--- src/ifu_pkg.sv ---
`default_nettype none

package ifu_pkg;

    // instruction and address width, one word
    localparam int xlen = 32;
    // one compressed parcel
    localparam int half_w = 16;

    // addi x0, x0, 0
    // placed on the output while nothing is ready
    localparam logic [xlen-1:0] nop_insn = 32'h0000_0013;
    // all-zero word, the defined illegal instruction
    localparam logic [xlen-1:0] illegal_insn = 32'h0000_0000;

    // trap vector
    localparam int trap_len_default = 16;
    // cause bit positions
    localparam int trap_inst_misaligned = 0;
    localparam int trap_inst_access_fault = 1;
    localparam int trap_inst_page_fault = 12;

    // base isa major opcodes used by the expander
    localparam logic [6:0] op_lui = 7'b0110111;
    localparam logic [6:0] op_op_imm = 7'b0010011;
    localparam logic [6:0] op_op = 7'b0110011;
    localparam logic [6:0] op_load = 7'b0000011;
    localparam logic [6:0] op_store = 7'b0100011;
    localparam logic [6:0] op_branch = 7'b1100011;
    localparam logic [6:0] op_jal = 7'b1101111;
    localparam logic [6:0] op_jalr = 7'b1100111;

    // fetch response from the instruction memory side
    typedef struct packed {
        // fetch address, may be halfword aligned
        logic [xlen-1:0] address;
        // whole aligned word containing the address
        logic [xlen-1:0] rdata;
        logic rdata_valid;
    } fetch_req_t;

    // one aligned instruction candidate
    typedef struct packed {
        // only low halfword is meaningful when compressed
        logic [xlen-1:0] insn;
        logic compressed;
        logic valid;
    } fetch_slot_t;

endpackage

`default_nettype wire

--- src/ifu_halfword_align.sv ---
`timescale 1ns/1ps
`default_nettype none

module ifu_halfword_align (
    input  logic                clk,
    input  logic                rst,
    input  logic                flush_i,
    input  ifu_pkg::fetch_req_t fetch_i,
    output ifu_pkg::fetch_slot_t slot_o
);

    // word index width, address without the byte offset
    localparam int word_w = ifu_pkg::xlen - 2;

    // addressed halfword of the current word
    logic [ifu_pkg::half_w-1:0] cur_half;
    logic cur_compressed;
    logic upper_half;

    // first half of a split full-width instruction
    logic [ifu_pkg::half_w-1:0] held_half;
    // word index of the held parcel
    logic [word_w-1:0] held_idx;
    logic held_valid;

    logic [word_w-1:0] next_idx;
    logic next_word;
    logic capture;

    // bit 1 picks the upper parcel
    assign upper_half = fetch_i.address[1];
    assign cur_half = upper_half ? fetch_i.rdata[ifu_pkg::xlen-1:ifu_pkg::half_w]
                                 : fetch_i.rdata[ifu_pkg::half_w-1:0];
    // low bits 2'b11 mark a 32-bit encoding
    assign cur_compressed = (cur_half[1:0] != 2'b11);

    // sequential word after the held one
    assign next_idx = held_idx + word_w'(1);
    assign next_word = fetch_i.rdata_valid && (fetch_i.address[ifu_pkg::xlen-1:2] == next_idx);

    // full-width instruction starting in the upper parcel
    assign capture = !flush_i && fetch_i.rdata_valid && !cur_compressed
                     && upper_half && !held_valid;

    // hold flag
    always_ff @(posedge clk or posedge rst) begin
        if (rst) begin
            held_valid <= 1'b0;
        end else if (flush_i) begin
            // redirect drops the partial instruction
            held_valid <= 1'b0;
        end else if (capture) begin
            held_valid <= 1'b1;
        end else if (held_valid && next_word) begin
            // second half consumed this cycle
            held_valid <= 1'b0;
        end
    end

    // held parcel and its word index
    always_ff @(posedge clk) begin
        if (capture) begin
            held_half <= cur_half;
            held_idx <= fetch_i.address[ifu_pkg::xlen-1:2];
        end
    end

    // slot selection
    always_comb begin
        slot_o = '0;
        if (held_valid) begin
            // join only with the next sequential word
            if (next_word) begin
                slot_o.insn = {fetch_i.rdata[ifu_pkg::half_w-1:0], held_half};
                slot_o.valid = 1'b1;
            end
        end else if (fetch_i.rdata_valid) begin
            if (cur_compressed) begin
                slot_o.insn = {{(ifu_pkg::xlen-ifu_pkg::half_w){1'b0}}, cur_half};
                slot_o.compressed = 1'b1;
                slot_o.valid = 1'b1;
            end else if (!upper_half) begin
                // aligned 32-bit instruction
                slot_o.insn = fetch_i.rdata;
                slot_o.valid = 1'b1;
            end
            // split case stays invalid, hold captures it
        end
    end

endmodule

`default_nettype wire

--- src/ifu_rvc_expand.sv ---
`timescale 1ns/1ps
`default_nettype none

module ifu_rvc_expand (
    input  logic [ifu_pkg::half_w-1:0] rvc_i,
    output logic [ifu_pkg::xlen-1:0]   insn_o
);

    // quadrant and funct3
    logic [1:0] quad;
    logic [2:0] funct3;

    // full register fields
    logic [4:0] rd_full;
    logic [4:0] rs2_full;
    // three-bit fields map to x8..x15
    logic [4:0] rd_p;
    logic [4:0] rs1_p;

    // reordered immediates
    logic [11:0] imm_4spn;
    logic [11:0] imm_lw;
    logic [11:0] imm_ci;
    logic [19:0] imm_lui;
    logic [20:0] imm_j;
    logic [12:0] imm_b;

    assign quad = rvc_i[1:0];
    assign funct3 = rvc_i[15:13];

    assign rd_full = rvc_i[11:7];
    assign rs2_full = rvc_i[6:2];
    // rd' for loads, rs2' for stores
    assign rd_p = {2'b01, rvc_i[4:2]};
    assign rs1_p = {2'b01, rvc_i[9:7]};

    // nzuimm[9:2], zero extended
    assign imm_4spn = {2'b00, rvc_i[10:7], rvc_i[12:11], rvc_i[5], rvc_i[6], 2'b00};
    // uimm[6:2], word scaled
    assign imm_lw = {5'b00000, rvc_i[5], rvc_i[12:10], rvc_i[6], 2'b00};
    // six-bit signed immediate
    assign imm_ci = {{6{rvc_i[12]}}, rvc_i[12], rvc_i[6:2]};
    // upper immediate, bits 17:12 sign extended
    assign imm_lui = {{14{rvc_i[12]}}, rvc_i[12], rvc_i[6:2]};
    // jump offset, bit 0 always clear
    assign imm_j = {{10{rvc_i[12]}}, rvc_i[8], rvc_i[10:9], rvc_i[6], rvc_i[7],
                    rvc_i[2], rvc_i[11], rvc_i[5:3], 1'b0};
    // branch offset
    assign imm_b = {{5{rvc_i[12]}}, rvc_i[6:5], rvc_i[2], rvc_i[11:10], rvc_i[4:3], 1'b0};

    always_comb begin
        insn_o = ifu_pkg::illegal_insn;
        case (quad)
            2'b00: begin
                case (funct3)
                    3'b000: begin
                        // c.addi4spn, zero immediate is reserved
                        if (imm_4spn != 12'd0) begin
                            insn_o = {imm_4spn, 5'd2, 3'b000, rd_p, ifu_pkg::op_op_imm};
                        end
                    end
                    3'b010: begin
                        // c.lw
                        insn_o = {imm_lw, rs1_p, 3'b010, rd_p, ifu_pkg::op_load};
                    end
                    3'b110: begin
                        // c.sw
                        insn_o = {imm_lw[11:5], rd_p, rs1_p, 3'b010, imm_lw[4:0],
                                  ifu_pkg::op_store};
                    end
                    default: insn_o = ifu_pkg::illegal_insn;
                endcase
            end
            2'b01: begin
                case (funct3)
                    3'b000: begin
                        // c.addi, c.nop when rd is x0
                        insn_o = {imm_ci, rd_full, 3'b000, rd_full, ifu_pkg::op_op_imm};
                    end
                    3'b010: begin
                        // c.li
                        insn_o = {imm_ci, 5'd0, 3'b000, rd_full, ifu_pkg::op_op_imm};
                    end
                    3'b011: begin
                        // rd x2 is c.addi16sp, not in the subset
                        if (rd_full != 5'd2) begin
                            insn_o = {imm_lui, rd_full, ifu_pkg::op_lui};
                        end
                    end
                    3'b101: begin
                        // c.j, jal x0
                        insn_o = {imm_j[20], imm_j[10:1], imm_j[11], imm_j[19:12], 5'd0,
                                  ifu_pkg::op_jal};
                    end
                    3'b110, 3'b111: begin
                        // c.beqz / c.bnez, funct3 low bit from inst[13]
                        insn_o = {imm_b[12], imm_b[10:5], 5'd0, rs1_p, 2'b00, rvc_i[13],
                                  imm_b[4:1], imm_b[11], ifu_pkg::op_branch};
                    end
                    default: insn_o = ifu_pkg::illegal_insn;
                endcase
            end
            2'b10: begin
                case (funct3)
                    3'b000: begin
                        // c.slli, shamt[5] set is reserved on rv32
                        if (!rvc_i[12]) begin
                            insn_o = {7'd0, rs2_full, rd_full, 3'b001, rd_full,
                                      ifu_pkg::op_op_imm};
                        end
                    end
                    3'b100: begin
                        if (rs2_full != 5'd0) begin
                            // c.mv adds to x0, c.add to rd
                            insn_o = {7'd0, rs2_full, rvc_i[12] ? rd_full : 5'd0, 3'b000,
                                      rd_full, ifu_pkg::op_op};
                        end else if (rd_full != 5'd0) begin
                            // c.jr links x0, c.jalr links x1
                            insn_o = {12'd0, rd_full, 3'b000, {4'd0, rvc_i[12]},
                                      ifu_pkg::op_jalr};
                        end
                    end
                    default: insn_o = ifu_pkg::illegal_insn;
                endcase
            end
            // quadrant 3 is not compressed
            default: insn_o = ifu_pkg::illegal_insn;
        endcase
    end

endmodule

`default_nettype wire

--- src/ifu_fetch_out.sv ---
`timescale 1ns/1ps
`default_nettype none

module ifu_fetch_out #(
    parameter int trap_len = ifu_pkg::trap_len_default
) (
    input  ifu_pkg::fetch_slot_t     slot_i,
    input  logic [ifu_pkg::xlen-1:0] expanded_i,
    input  logic                     ls_valid_i,
    input  logic                     trans_resp_valid_i,
    input  logic                     trans_page_fault_i,
    output logic [ifu_pkg::xlen-1:0] inst_data_o,
    output logic                     is_compressed_o,
    output logic                     stall_o,
    output logic [trap_len-1:0]      trap_bus_o
);

    // only live fetch-side trap source
    logic inst_page_fault;

    // nop while waiting, else expanded or raw word
    assign inst_data_o = !slot_i.valid    ? ifu_pkg::nop_insn :
                         slot_i.compressed ? expanded_i        : slot_i.insn;

    assign is_compressed_o = slot_i.valid && slot_i.compressed;

    // load/store unit owns memory, no fetch stall then
    assign stall_o = !slot_i.valid && !ls_valid_i;

    // only when the translation response is present
    assign inst_page_fault = trans_resp_valid_i && trans_page_fault_i;

    // page fault at its cause index, other causes stay zero
    always_comb begin
        trap_bus_o = '0;
        for (int i = 0; i < trap_len; i++) begin
            if (i == ifu_pkg::trap_inst_page_fault) begin
                trap_bus_o[i] = inst_page_fault;
            end
        end
    end

endmodule

`default_nettype wire

--- src/ifu_top.sv ---
`timescale 1ns/1ps
`default_nettype none

module ifu_top #(
    parameter int trap_len = ifu_pkg::trap_len_default
) (
    input  logic                     clk,
    input  logic                     rst,
    input  ifu_pkg::fetch_req_t      fetch_i,
    input  logic                     flush_i,
    input  logic                     ls_valid_i,
    input  logic                     trans_resp_valid_i,
    input  logic                     trans_page_fault_i,
    output logic [ifu_pkg::xlen-1:0] inst_addr_o,
    output logic [ifu_pkg::xlen-1:0] inst_data_o,
    output logic                     is_compressed_o,
    output logic                     stall_o,
    output logic [trap_len-1:0]      trap_bus_o
);

    ifu_pkg::fetch_slot_t slot;
    logic [ifu_pkg::xlen-1:0] expanded;

    // pc travels with the instruction
    assign inst_addr_o = fetch_i.address;

    // halfword select and split join
    ifu_halfword_align align_i (
        .clk     (clk),
        .rst     (rst),
        .flush_i (flush_i),
        .fetch_i (fetch_i),
        .slot_o  (slot)
    );

    // only the low parcel is compressed
    ifu_rvc_expand expand_i (
        .rvc_i  (slot.insn[ifu_pkg::half_w-1:0]),
        .insn_o (expanded)
    );

    ifu_fetch_out #(
        .trap_len (trap_len)
    ) out_i (
        .slot_i             (slot),
        .expanded_i         (expanded),
        .ls_valid_i         (ls_valid_i),
        .trans_resp_valid_i (trans_resp_valid_i),
        .trans_page_fault_i (trans_page_fault_i),
        .inst_data_o        (inst_data_o),
        .is_compressed_o    (is_compressed_o),
        .stall_o            (stall_o),
        .trap_bus_o         (trap_bus_o)
    );

endmodule

`default_nettype wire

--- config.mk ---
export PLATFORM = sky130hd
export DESIGN_NAME = ifu_top
export DESIGN_NICKNAME = d
export VERILOG_FILES = /design/src/ifu_pkg.sv /design/src/ifu_halfword_align.sv /design/src/ifu_rvc_expand.sv /design/src/ifu_fetch_out.sv /design/src/ifu_top.sv
export SDC_FILE = /design/constraint.sdc
export NUM_CORES = 1
export LEC_CHECK = 0
export ABC_AREA = 1
export BUFFER_PORTS_ARGS = -buffer_cell sky130_fd_sc_hd__clkbuf_2
export CAP_MARGIN = 0
export CORE_ASPECT_RATIO = 1.2
export CORE_MARGIN = 3
export CORE_UTILIZATION = 45
export CTS_CLUSTER_SIZE = 24
export DETAILED_ROUTE_END_ITERATION = 8
export PLACE_DENSITY_LB_ADDON = 0.2
export SYNTH_ARGS = -nofsm -noshare
export SYNTH_HDL_FRONTEND = slang
export SYNTH_SLANG_ARGS = --single-unit
--- constraint.sdc ---
create_clock -name clk -period 4.6 [get_ports clk]
set_input_delay 0.46 -clock clk [delete_from_list [all_inputs] [get_ports clk]]
set_output_delay 0.46 -clock clk [all_outputs]
set_load 0.01 [all_outputs]
==> run_results.csv <==
group,metric,value,unit
run_status,status,"finished, final reports clean",
critical_path,path_common_cell,"nand2_1",
clock_network,cts.sinks,47,
min_path,min_path_type,"in2reg",
clock_network,cts_htree_levels,2,
floorplanning,coreArea,0.0123,mm2
finish,final_util,0.536,
finish,fill_cells,1321,
critical_path,slowest_stage,"edfxtp_1",
placed_design,portBuffers,135,
critical_path,crit_fanout,16,
synth,synthFlopType,"edfxtp_1",
critical_path,critPathRequiredTime,4.14,ns
floorplanning,dieWidth,110,um
job,cap_violations,0,
critical_path,cp_cell_sequence,"nand2_1, nor2_2, nand2_1, nor2_4, nand2_1, nand2_1, nand2_1, nand2_1, nand2_1, nor2_1, nand2_1, nor2_4, nand4_1, nand2_2, inv_2, nor2_8, nand2_2, nand2_8, nand3_1, nand2_1, nand2_1, a21oi_1, clkbuf_2",
sta,fmaxAchievable,0.229,GHz
synth,synth_compound_area_frac,0.128,
critical_path,cp_slowest_stage_delay,0.44,ns
clock_network,cts_tree,"built",
finish,multi_input_area,0.00355,mm2
synth,syn_avg_cell_area,6.03,um2
synth,ys_ff_latch,47,
finish,seq_area,0.00141,mm2
floorplanning,start_util,0.471,
critical_path,cp.arrival,3.90,ns
floorplanning,rows,44,
routing,routedWlPerCell,17.1,um
sta,finalSetupViolCount,0,
clock_network,root_buffer,"clkbuf_16",
synth,synth-async-reset-ratio,0.0213,
global_route,grt_pass1_vias,6235,
placed_design,place_congestion,1.03,
power_and_ir_drop,p_leak,3.47,nW
finish,fin_cells,1230,
synth,synth.area.mux_share,0,
finish,areaGrowthSynthToFinish,13.8,%
routing,antenna_left,0,
synth,synthDistinctLibCells,44,
sta,drv_slew,0,
floorplanning,io_pins,153,
global_route,antenna_found_initial,0,
synth,synth-simple-area-share,0.439,
sta,finalHoldViolations,0,
finish,antenna_cells,0,
floorplanning,die_height,130,um
synth,synth-seq-area-share,0.242,
sta,layout_min_cycle_time,4.36,ns
floorplanning,die-area,0.0143,mm2
power_and_ir_drop,power,1.34,mW
global_route,grt_use_total,0.291,
sta,whs,0.366,ns
routing,drt_wl_total,21.1,mm
clock_network,clk_path_buf_depth,2,
sta,worst_slew_pin_slew,1.23,ns
synth,synthCells,963,
routing,avgViaCountPerCell,5.36,
placed_design,place_ws,0.521,ns
sta,setup_ws,0.241,ns
sta,skew,0.0111,ns
placed_design,numPlacedInstances,1218,
synth,ys_warn_count,0,
sta,min_period_over_period,0.948,
power_and_ir_drop,cellPowerDensity,202,mW/mm2
global_route,overflow,0,
critical_path,cpLargestDelayFamily,"simple AND/OR/NAND/NOR gates",
global_route,grt_max_degree,42,
routing,first_iter_violations,533,
synth,synth-xor-area-share,0.0241,
critical_path,worstSetupStartpointType,"flip-flop",
clock_network,clk_pin_slew,0.08,ns
finish,drive_gt1_frac,0.217,
routing,drt_first_pass_iters,5,
placed_design,placed_area,0.00639,mm2
critical_path,crit_type,"reg2out",
synth,netlist_area,0.00581,mm2
sta,tns,0,ns
critical_path,end_kind,"primary output",
routing,drc,0,
synth,synth_edf_count,46,
critical_path,crit_buf_inv,2,
placed_design,hpwl,17.1,mm
power_and_ir_drop,ir_worst_vdd,0.000135,V
global_route,grt_pass1_wl,31.9,mm
clock_network,numCtsBuffers,5,
routing,vias,6593,
finish,stdcell_area,0.00661,mm2
synth,synth_top_family_by_area,"simple AND/OR/NAND/NOR gates",
sta,max-slew-margin-rel,0.179,
synth,synthAdderAreaFrac,0.00215,
clock_network,insertion_delay,0.30,ns
finish,nNetsFinal,1140,
routing by layer:
layer / vias to the layer above / wire (um) / global-route usage
met3: 88 / 1570 / 0.0388
met2: 372 / 10500 / 0.521
met1: 2893 / 7590 / 0.326
met5: - / 0 / 0
met4: 0 / 1410 / 0.175
li1: 3240 / - / -
flip-flops by register name (all words and copies together), names as in the netlist:
name / flops
align_i.held_valid: 1
align_i.held_idx: 30
align_i.held_half: 16
power by group:
group / leakage, nW / internal [mW] / total, mW / switching (mW)
Sequential: 0.431 / 0.476 / 0.481 / 0.00437
Clock: 0.0723 / 0.208 / 0.390 / 0.183
Combinational: 2.97 / 0.151 / 0.465 / 0.314
Total: 3.47 / 0.835 / 1.34 / 0.501
worst register-to-register path, delay by kind of cell, from the launching register on:
| kind | cells | cell delay (ns) |
|---|---|---|
| simple gates | 2 | 1.29 |
| flops | 1 | 0.60 |
| buf+inv | 2 | 0.67 |
kinds of logic after synthesis:
kind of cell / count (synthesis)
flops: 47
xor+xnor: 16
compound gates: 124
fa+ha+maj: 1
simple gates: 571
other cells: 1
buf+inv: 203
final cells by class:
cell class,instances,area share
Sequential cell,47,0.213
Tap cell,161,0.0305
Timing Repair Buffer,148,0.117
Multi-Input combinational cell,727,0.537
Inverter,139,0.0789
Clock buffer,5,0.0189
Clock inverter,3,0.00416
layout by cell type (no fill, tap or decap), drive strengths merged:
cell type    Yosys  routed
nand2          349     349
clkbuf          13     140
inv            136     138
nor2           121     121
nand3           70      70
o21ai           52      52
edfxtp          46      46
a21oi           40      40
nand4           17      17
conb             1      15
buf             51      12
a221oi          10      10
xor2             9       9
nand3b           9       9
a31oi            8       8
xnor2            7       7
o22ai            6       6
o21bai           4       4
clkinv           3       3
nor3             3       3
a22oi            2       2
a211oi           1       1
nor3b            1       1
a21o             1       1
and3             1       1
ha               1       1
dfrtp            1       1
clkinvlp         0       1
dlygate4sd3      0       1
path summary, 6_finish.rpt:
check	from	end	slack (ns)	cells after the start
max	align_i.held_idx[9]	inst_data_o[20]	0.24	23
min	flush_i	align_i.held_valid	0.37	2
max reg2reg	align_i.held_valid	align_i.held_idx[17]	1.71	4
min reg2reg	align_i.held_valid	align_i.held_valid	0.95	2
max in group asynchronous	rst	align_i.held_valid	3.99	3
min in group asynchronous	rst	align_i.held_valid	0.52	3
cell usage after synthesis (12+ instances only):
| library cell | number | area (um2) |
|---|---|---|
| inv_1 | 119 | 447 |
| buf_4 | 48 | 360 |
| nand2_2 | 12 | 75.1 |
| edfxtp_1 | 46 | 1380 |
| o21ai_1 | 12 | 60.1 |
| nand3_1 | 67 | 335 |
| a21oi_1 | 38 | 190 |
| clkbuf_1 | 13 | 48.8 |
| inv_2 | 17 | 63.8 |
| o21ai_0 | 35 | 175 |
| nand2_1 | 332 | 1250 |
| nor2_1 | 100 | 375 |
| nand4_1 | 16 | 100 |
repair_timing:
action,4_1_cts,5_1_grt
hold endpoints to repair,1,0
buffers inserted,0,3
endpoints found under the setup margin,0,14
resized for setup,0,9
hold buffers,1,0
Note: power is estimated with default switching activity, not from simulation.
